File: src/datapathPkg.sv
// datapath word types, register selector type, ALU operation codes and ALU state type
package datapathPkg;

    typedef logic [31:0] word_t;    // bus and register word
    typedef logic [63:0] dword_t;   // full ALU result held in Z
    typedef logic [3:0]  regSel_t;  // general register selector
    typedef logic [4:0]  aluOp_t;   // ALU operation code

    // arithmetic and logic
    localparam aluOp_t aluAdd  = 5'b00011;
    localparam aluOp_t aluSub  = 5'b00100;
    localparam aluOp_t aluAnd  = 5'b00101;
    localparam aluOp_t aluOr   = 5'b00110;
    localparam aluOp_t aluMul  = 5'b01111;  // multi-cycle
    localparam aluOp_t aluDiv  = 5'b10000;  // multi-cycle
    localparam aluOp_t aluNeg  = 5'b10001;
    localparam aluOp_t aluNot  = 5'b10010;

    // shifts and rotates, amount taken from B[4:0]
    localparam aluOp_t aluShr  = 5'b11001;
    localparam aluOp_t aluShra = 5'b11010;
    localparam aluOp_t aluShl  = 5'b11011;
    localparam aluOp_t aluRor  = 5'b11100;
    localparam aluOp_t aluRol  = 5'b11101;

    // ALU sequencing
    typedef enum logic [1:0] {
        idle,   // waiting for start
        busy,   // multiply or divide iterating
        done    // result valid, finished high
    } aluState_t;

endpackage
File: src/dataPath.sv
// single-bus datapath top level joining register file, special registers, ALU and bus mux
module dataPath #(
    parameter int NumRegs = 16
) (
    input  logic                 Clock,
    input  logic                 rst,
    input  logic                 rfOut,
    input  logic                 pcOut,
    input  logic                 irOut,
    input  logic                 ryOut,
    input  logic                 rzLoOut,
    input  logic                 rzHiOut,
    input  logic                 marOut,
    input  logic                 rHiOut,
    input  logic                 rLoOut,
    input  logic                 mdrOut,
    input  logic                 rfIn,
    input  logic                 pcIn,
    input  logic                 irIn,
    input  logic                 ryIn,
    input  logic                 rzIn,
    input  logic                 marIn,
    input  logic                 rHiIn,
    input  logic                 rLoIn,
    input  logic                 incPc,
    input  datapathPkg::regSel_t rfSelect,
    input  datapathPkg::aluOp_t  opSelect,
    input  logic                 start,
    input  logic                 memRead,
    input  logic                 mdrIn,
    input  datapathPkg::word_t   memDataIn,
    output logic                 finished,
    output datapathPkg::word_t   busData,
    output datapathPkg::word_t   address
);
    import datapathPkg::*;

    word_t  rfData;
    word_t  pcData;
    word_t  irData;
    word_t  yData;
    dword_t zData;
    word_t  marData;
    word_t  hiData;
    word_t  loData;
    word_t  mdrData;
    dword_t aluResult;

    assign address = marData;   // memory address comes straight from MAR

    registerFile #(.NumRegs(NumRegs)) u_registerFile (
        .Clock(Clock), .rst(rst), .rfIn(rfIn), .rfSelect(rfSelect),
        .busData(busData), .rfData(rfData)
    );

    specialRegisters u_specialRegisters (
        .Clock(Clock), .rst(rst), .busData(busData), .memDataIn(memDataIn),
        .aluResult(aluResult), .finished(finished),
        .pcIn(pcIn), .incPc(incPc), .irIn(irIn), .ryIn(ryIn), .rzIn(rzIn),
        .marIn(marIn), .rHiIn(rHiIn), .rLoIn(rLoIn), .mdrIn(mdrIn), .memRead(memRead),
        .pcData(pcData), .irData(irData), .yData(yData), .zData(zData),
        .marData(marData), .hiData(hiData), .loData(loData), .mdrData(mdrData)
    );

    // operand A from Y, operand B straight off the bus
    alu u_alu (
        .Clock(Clock), .rst(rst), .start(start), .opSelect(opSelect),
        .operandA(yData), .operandB(busData),
        .finished(finished), .result(aluResult)
    );

    busMux u_busMux (
        .rfOut(rfOut), .pcOut(pcOut), .irOut(irOut), .ryOut(ryOut),
        .rzLoOut(rzLoOut), .rzHiOut(rzHiOut), .marOut(marOut),
        .rHiOut(rHiOut), .rLoOut(rLoOut), .mdrOut(mdrOut),
        .rfData(rfData), .pcData(pcData), .irData(irData), .yData(yData),
        .zData(zData), .marData(marData), .hiData(hiData), .loData(loData),
        .mdrData(mdrData), .busData(busData)
    );

endmodule

File: src/alu.sv
// ALU with start/finished sequencing, iterative signed multiply and restoring divide
module alu (
    input  logic                Clock,
    input  logic                rst,
    input  logic                start,
    input  datapathPkg::aluOp_t opSelect,
    input  datapathPkg::word_t  operandA,
    input  datapathPkg::word_t  operandB,
    output logic                finished,
    output datapathPkg::dword_t result
);
    import datapathPkg::*;

    aluState_t  state;
    aluOp_t     opReg;
    word_t      aReg;
    word_t      bReg;
    dword_t     work;       // mul: {acc, multiplier}, div: {remainder, quotient}
    logic [4:0] iterCount;
    word_t      bMag;
    logic [32:0] mulSum;
    logic [32:0] divShift;
    logic [32:0] divDiff;
    dword_t     divNext;
    dword_t     rotRight;
    dword_t     rotLeft;
    logic [4:0] shiftAmt;
    word_t      shortResult;
    dword_t     product;
    word_t      quotient;
    word_t      remainder;
    dword_t     divResult;

    function automatic word_t magnitude(input word_t value);
        return value[31] ? -value : value;  // 0x80000000 stays as 2^31
    endfunction

    assign finished = (state == done);

    always_ff @(posedge Clock) begin
        if (rst) begin
            state     <= idle;
            opReg     <= '0;
            iterCount <= '0;
        end else begin
            case (state)
                idle: if (start) begin
                    opReg     <= opSelect;
                    iterCount <= '0;
                    state     <= (opSelect == aluMul || opSelect == aluDiv) ? busy : done;
                end
                busy: begin
                    iterCount <= iterCount + 5'd1;
                    if (iterCount == 5'd31) state <= done; // 32nd step
                end
                default: state <= idle; // done lasts one cycle
            endcase
        end
    end

    // operand and work registers
    always_ff @(posedge Clock) begin
        if (state == idle && start) begin
            aReg <= operandA;
            bReg <= operandB;
            work <= {32'd0, magnitude(operandA)};
        end else if (state == busy) begin
            work <= (opReg == aluMul) ? {mulSum, work[31:1]} : divNext;
        end
    end

    assign bMag = magnitude(bReg);

    // one shift-and-add step on magnitudes
    assign mulSum = {1'b0, work[63:32]} + (work[0] ? {1'b0, bMag} : 33'd0);

    // one restoring division step
    assign divShift = {work[63:32], work[31]};
    assign divDiff  = divShift - {1'b0, bMag};
    assign divNext  = (divShift >= {1'b0, bMag}) ? {divDiff[31:0], work[30:0], 1'b1}
                                                  : {divShift[31:0], work[30:0], 1'b0};

    // sign fixes
    assign product   = (aReg[31] ^ bReg[31]) ? -work : work;
    assign quotient  = (aReg[31] ^ bReg[31]) ? -work[31:0] : work[31:0];
    assign remainder = aReg[31] ? -work[63:32] : work[63:32];   // follows dividend sign
    assign divResult = (bReg == '0) ? {aReg, 32'hFFFF_FFFF} : {remainder, quotient};

    assign shiftAmt = bReg[4:0];
    assign rotRight = {aReg, aReg} >> shiftAmt;
    assign rotLeft  = {aReg, aReg} << shiftAmt;

    always_comb begin
        case (opReg)
            aluAdd:  shortResult = aReg + bReg;
            aluSub:  shortResult = aReg - bReg;
            aluAnd:  shortResult = aReg & bReg;
            aluOr:   shortResult = aReg | bReg;
            aluNeg:  shortResult = -bReg;   // unary ops work on the bus operand
            aluNot:  shortResult = ~bReg;
            aluShr:  shortResult = aReg >> shiftAmt;
            aluShra: shortResult = word_t'($signed(aReg) >>> shiftAmt);
            aluShl:  shortResult = aReg << shiftAmt;
            aluRor:  shortResult = rotRight[31:0];
            aluRol:  shortResult = rotLeft[63:32];
            default: shortResult = '0;
        endcase
    end

    always_comb begin
        if (opReg == aluMul) begin
            result = product;
        end else if (opReg == aluDiv) begin
            result = divResult;
        end else begin
            result = {32'd0, shortResult};
        end
    end

endmodule

File: src/specialRegisters.sv
// PC, IR, Y, Z, MAR, MDR, HI and LO registers with their load rules
module specialRegisters (
    input  logic                Clock,
    input  logic                rst,
    input  datapathPkg::word_t  busData,
    input  datapathPkg::word_t  memDataIn,
    input  datapathPkg::dword_t aluResult,
    input  logic                finished,
    input  logic                pcIn,
    input  logic                incPc,
    input  logic                irIn,
    input  logic                ryIn,
    input  logic                rzIn,
    input  logic                marIn,
    input  logic                rHiIn,
    input  logic                rLoIn,
    input  logic                mdrIn,
    input  logic                memRead,
    output datapathPkg::word_t  pcData,
    output datapathPkg::word_t  irData,
    output datapathPkg::word_t  yData,
    output datapathPkg::dword_t zData,
    output datapathPkg::word_t  marData,
    output datapathPkg::word_t  hiData,
    output datapathPkg::word_t  loData,
    output datapathPkg::word_t  mdrData
);

    // program counter, a bus load overrides the increment
    always_ff @(posedge Clock) begin
        if (rst) begin
            pcData <= '0;
        end else if (pcIn) begin
            pcData <= busData;
        end else if (incPc) begin
            pcData <= pcData + 32'd1;
        end
    end

    // plain bus-loaded registers
    always_ff @(posedge Clock) begin
        if (rst) begin
            irData  <= '0;
            yData   <= '0;
            marData <= '0;
            hiData  <= '0;
            loData  <= '0;
        end else begin
            if (irIn)  irData  <= busData;
            if (ryIn)  yData   <= busData;  // ALU operand A
            if (marIn) marData <= busData;
            if (rHiIn) hiData  <= busData;
            if (rLoIn) loData  <= busData;
        end
    end

    // Z only captures on the cycle the ALU reports its result
    always_ff @(posedge Clock) begin
        if (rst) begin
            zData <= '0;
        end else if (finished && rzIn) begin
            zData <= aluResult;
        end
    end

    // MDR takes memory data during a read, the bus otherwise
    always_ff @(posedge Clock) begin
        if (rst) begin
            mdrData <= '0;
        end else if (mdrIn) begin
            mdrData <= memRead ? memDataIn : busData;
        end
    end

endmodule

File: src/busMux.sv
// shared bus source selection by fixed strobe priority
module busMux (
    input  logic                rfOut,
    input  logic                pcOut,
    input  logic                irOut,
    input  logic                ryOut,
    input  logic                rzLoOut,
    input  logic                rzHiOut,
    input  logic                marOut,
    input  logic                rHiOut,
    input  logic                rLoOut,
    input  logic                mdrOut,
    input  datapathPkg::word_t  rfData,
    input  datapathPkg::word_t  pcData,
    input  datapathPkg::word_t  irData,
    input  datapathPkg::word_t  yData,
    input  datapathPkg::dword_t zData,
    input  datapathPkg::word_t  marData,
    input  datapathPkg::word_t  hiData,
    input  datapathPkg::word_t  loData,
    input  datapathPkg::word_t  mdrData,
    output datapathPkg::word_t  busData
);

    // first strobe in the chain wins, an idle bus reads zero
    always_comb begin
        if (rfOut) begin
            busData = rfData;
        end else if (pcOut) begin
            busData = pcData;
        end else if (irOut) begin
            busData = irData;
        end else if (ryOut) begin
            busData = yData;
        end else if (rzLoOut) begin
            busData = zData[31:0];  // low half of Z
        end else if (rzHiOut) begin
            busData = zData[63:32]; // high half of Z
        end else if (marOut) begin
            busData = marData;
        end else if (rHiOut) begin
            busData = hiData;
        end else if (rLoOut) begin
            busData = loData;
        end else if (mdrOut) begin
            busData = mdrData;
        end else begin
            busData = '0;
        end
    end

endmodule

File: src/registerFile.sv
// general purpose register file with one write port and one read port
module registerFile #(
    parameter int NumRegs = 16
) (
    input  logic                 Clock,
    input  logic                 rst,
    input  logic                 rfIn,
    input  datapathPkg::regSel_t rfSelect,
    input  datapathPkg::word_t   busData,
    output datapathPkg::word_t   rfData
);
    import datapathPkg::*;

    word_t regs [NumRegs];
    logic  selValid;

    assign selValid = (int'(rfSelect) < NumRegs); // selectors past the last entry do nothing

    always_ff @(posedge Clock) begin
        if (rst) begin
            for (int i = 0; i < NumRegs; i++) begin
                regs[i] <= '0;
            end
        end else if (rfIn && selValid) begin
            regs[rfSelect] <= busData;
        end
    end

    // read side follows the selector in the same cycle
    always_comb begin
        if (selValid) begin
            rfData = regs[rfSelect];
        end else begin
            rfData = '0;
        end
    end

endmodule

File: config.mk
export PLATFORM = sky130hd
export DESIGN_NAME = dataPath
export DESIGN_NICKNAME = d
export VERILOG_FILES = /design/src/datapathPkg.sv /design/src/dataPath.sv /design/src/alu.sv /design/src/specialRegisters.sv /design/src/busMux.sv /design/src/registerFile.sv
export SDC_FILE = /design/constraint.sdc
export NUM_CORES = 2
export LEC_CHECK = 0
export BUFFER_PORTS_ARGS = -buffer_cell sky130_fd_sc_hd__buf_2
export CAP_MARGIN = 20
export CORE_MARGIN = 3
export CORE_UTILIZATION = 58
export DETAILED_ROUTE_END_ITERATION = 10
export PLACE_DENSITY = 0.85
export SKIP_CTS_REPAIR_TIMING = 1
export SYNTH_ARGS = -nofsm -noshare
export SYNTH_HDL_FRONTEND = slang
export SYNTH_SLANG_ARGS = --single-unit
File: constraint.sdc
create_clock -name Clock -period 5.31 [get_ports Clock]
set_input_delay 1.062 -clock Clock [delete_from_list [all_inputs] [get_ports Clock]]
set_output_delay 1.062 -clock Clock [all_outputs]
set_load 0.005 [all_outputs]
==> results by group <==
Outcome
  • Status: finished clean

Critical path
  • Beginning of the critical path: rLoOut
  • Category of the worst setup path launch point: primary input
  • Crit Path Max Fanout: 53
  • Kind of critical path: in -> out
  • Data required time at the worst endpoint: 4.25 ns
  • Capturing element type of the critical path: output port
  • Largest stage delay on the critical path: 0.69 ns
  • FF-to-FF Start: u_alu.bReg[14]
  • Cell repeated most along the worst path: sky130_fd_sc_hd__buf_2
  • Worst path cell trace: buf_2 > nand2_1 > a311oi_1 > a211oi_1 > o311ai_0 > o21ai_0 > o221ai_1 > mux2i_2 > inv_1 > buf_2
  • Slowest cell on the critical path: sky130_fd_sc_hd__buf_2
  • Signal arrival time at the worst endpoint: 4.07 ns

Clock tree
  • Number of sinks on the clock net: 940
  • Clock transition at the register clock pins on the worst setup and hold paths after CTS: 0.07 ns
  • TritonCTS clock tree: yes
  • CTS Buffer Depth: 3
  • Insertion delay to the later sink of the worst-skew pair: 0.73 ns
  • H-tree depth: 3
  • Root buffer cell: sky130_fd_sc_hd__clkbuf_16
  • Num CTS Buffers: 96

Placed design
  • DP HPWL: 155800 um
  • Gpl congestion: 1.109
  • Post-placement setup slack: 0.2266 ns
  • Area of placed instances: 0.05827 mm^2
  • Placed insts: 6985
  • Number of buffers inserted by port buffering: 129

Final layout
  • Post-Route Utilization: 64.77%
  • Number of fill cells in the layout: 7195
  • Most common library cell in the layout ignoring fill and taps: sky130_fd_sc_hd__nor2_1
  • Max reg flops: 512
  • Post-Layout Cell Count: 7179
  • Leading cell types in the layout, fill and taps excluded: sky130_fd_sc_hd__nor2_1, sky130_fd_sc_hd__edfxtp_1, sky130_fd_sc_hd__nand2_1
  • Most flops, register: u_registerFile.regs
  • Layout cells sized above 1: 14.22%
  • Area growth syn-to-layout: 10.44%
  • Post-layout instance area: 0.06163 mm^2
  • Largest regs: u_registerFile.regs (512), u_alu.work (64), u_specialRegisters.zData (64)
  • Area used by multi-input combinational logic: 0.02861 mm^2
  • Area of all sequential standard cells: 0.02490 mm^2
  • Final nets: 6001

STA
  • Final clock period utilization by the worst path: 96.61%
  • Setup repair after global routing missed its margin: no
  • Setup ws final: 0.1798 ns
  • Post-layout min period: 5.130 ns
  • Maximum clock frequency: 0.1949 GHz
  • Hold slack: 0.4672 ns
  • Transition at the pin with the smallest max-transition slack: 1.317 ns
  • Skew final: 0.06954 ns
  • Count of pins over their slew limit: 0
  • Total of endpoints with negative setup slack in the final report: 0
  • Final-layout setup total negative slack: 0 ns
  • Slew headroom: 11.39%
  • Count of final hold-check violations: 0

Power and ir drop
  • IR Drop Worst-Case VDD: 0.3480 mV
  • Total power after layout: 20.19 mW
  • Leakage component of the power: 23.34 nW
  • Total power density per cell area: 327.6 mW/mm^2

Synth
  • Most area-consuming cells after synthesis: sky130_fd_sc_hd__edfxtp_1, sky130_fd_sc_hd__dfxtp_1, sky130_fd_sc_hd__mux4_2
  • Area leader, netlist: sky130_fd_sc_hd__edfxtp_1
  • Netlist area before placement: 0.05581 mm^2
  • Library cells used by synthesis: 85
  • Post-Syn Nets: 6041
  • Count of mapped cells out of synthesis: 5865
  • Leading register cell type out of synthesis: sky130_fd_sc_hd__edfxtp_1
  • Sequential share of the synthesized area: 44.62%
  • Yosys reg bits: 940
  • Syn_area_per_cell: 9.516 um^2
  • Async set-or-reset flop fraction in the synthesized netlist: 0%
  • Number of synthesis warnings: 0
  • EDFF count, synth: 608
  • Area share of the largest cell type after synthesis: 32.71%

Drt
  • Drt total wl: 230400 um
  • Per-cell via count in the routed design: 7.145
  • Number of DRC violations after detailed-routing iteration 0: 8561
  • DRC errors left: 0
  • Total number of vias: 51290
  • Count of nets left with antenna violations after detail routing: 0
  • First-pass detailed-route iteration total: 10
  • Mean routed wirelength per cell: 32.09 um

Global route
  • Largest net degree at the start of global routing: 209
  • Wire length of the first global-routing pass: 331400 um
  • Number of antenna violations at the first check in global routing: 20
  • Global routing usage summed across all routing layers: 45.42%
  • Remaining Overflow, GRT: 0
  • Vias in the first global route: 48290

Hold path
  • Path type of the worst min-delay path: reg -> reg
  • Beginning of the worst hold path: u_specialRegisters.zData[3]

Die
  • Die area: 0.09998 mm^2
  • Vert. Die Dim: 316.2 um
  • Total I/O pin count: 130
  • Num rows: 113
  • Core Footprint: 0.09515 mm^2
  • Starting Density: 58.65%
  • Floorplan die width: 316.2 um

Run
  • Count of max-cap constraint violations: 0
[worst paths after layout]
kind	endpoint	slack (ns)	depth (start not counted)
hold / removal	u_specialRegisters.zData[3]	0.47	1
setup reg to reg	u_alu.work[51]	0.23	19
setup / recovery	busData[13]	0.18	10
hold reg to reg	u_specialRegisters.zData[3]	0.47	1
[area by class of cell]
| type | count | area share [%] |
|---|---|---|
| clock inverters | 45 | 0.8912 |
| multi-input cells | 4288 | 46.43 |
| repair buffers | 396 | 4.761 |
| well taps | 1265 | 2.568 |
| clock buffers | 129 | 4.263 |
| diodes | 13 | 0.05278 |
| flip-flops and latches | 940 | 40.41 |
| inverters | 103 | 0.6314 |
[per-layer routing]
layer	track usage (%)	share of wire [%]	routed length [um]
met3	14.48	14	32220
met1	53.44	32	73780
met2	69.46	44	101100
met5	0	0.027	62
met4	34.82	10	23200
[synthesized netlist by cell type (22+ instances only)]
library cell and count:
sky130_fd_sc_hd__xor2_1 133, sky130_fd_sc_hd__a21oi_1 380, sky130_fd_sc_hd__nor3_1 62, sky130_fd_sc_hd__nand3_1 70
sky130_fd_sc_hd__nand2_1 454, sky130_fd_sc_hd__nor2b_1 100, sky130_fd_sc_hd__nand2b_1 36, sky130_fd_sc_hd__buf_1 44
sky130_fd_sc_hd__o22ai_1 30, sky130_fd_sc_hd__edfxtp_1 608, sky130_fd_sc_hd__o21a_1 26, sky130_fd_sc_hd__a211o_1 24
sky130_fd_sc_hd__a21o_1 38, sky130_fd_sc_hd__o21ai_0 342, sky130_fd_sc_hd__clkbuf_1 453, sky130_fd_sc_hd__inv_1 98
sky130_fd_sc_hd__o31ai_1 40, sky130_fd_sc_hd__a22oi_1 22, sky130_fd_sc_hd__nand3b_1 36, sky130_fd_sc_hd__o211ai_1 40
sky130_fd_sc_hd__a31oi_1 65, sky130_fd_sc_hd__a211oi_1 219, sky130_fd_sc_hd__nor2_1 1124, sky130_fd_sc_hd__xnor2_1 177
sky130_fd_sc_hd__a311oi_1 22, sky130_fd_sc_hd__mux2i_1 142, sky130_fd_sc_hd__buf_2 25, sky130_fd_sc_hd__dfxtp_1 332
sky130_fd_sc_hd__and3_1 25, sky130_fd_sc_hd__ha_1 108, sky130_fd_sc_hd__or3_1 52, sky130_fd_sc_hd__o221ai_1 35
sky130_fd_sc_hd__mux4_2 202
[logic make-up (layout without fill, tap and decap cells)]
logic type               count (synthesis)  after routing  share of synthesized area, %
AND/OR/NAND/NOR                       2075           2075                         16.17
XOR/XNOR                               310            310                         4.865
adder cells (fa/ha/maj)                111            111                         2.529
multiplexers                           360            360                         11.02
buffers and inverters                  637            673                         4.439
AO/OA/AOI/OAI                         1432           1432                         16.36
other                                    0             13                             0
flip-flops                             940            940                         44.62
[worst max-delay path, delay by kind of cell]
| kind | cells | cell delay, ns |
|---|---|---|
| AOI/OAI and AO/OA | 5 | 1.44 |
| buffers and inverters | 3 | 1.31 |
| muxes | 1 | 0.12 |
| and+or+nand+nor | 1 | 0.11 |
[power breakdown]
part	switching [mW]	internal, mW	total [mW]
clock	3.06	3.85	6.91
sequential	0.437	8.21	8.65
combinational	3.04	1.59	4.63
total	6.54	13.6	20.2
Note: power is estimated with default switching activity, not from simulation.
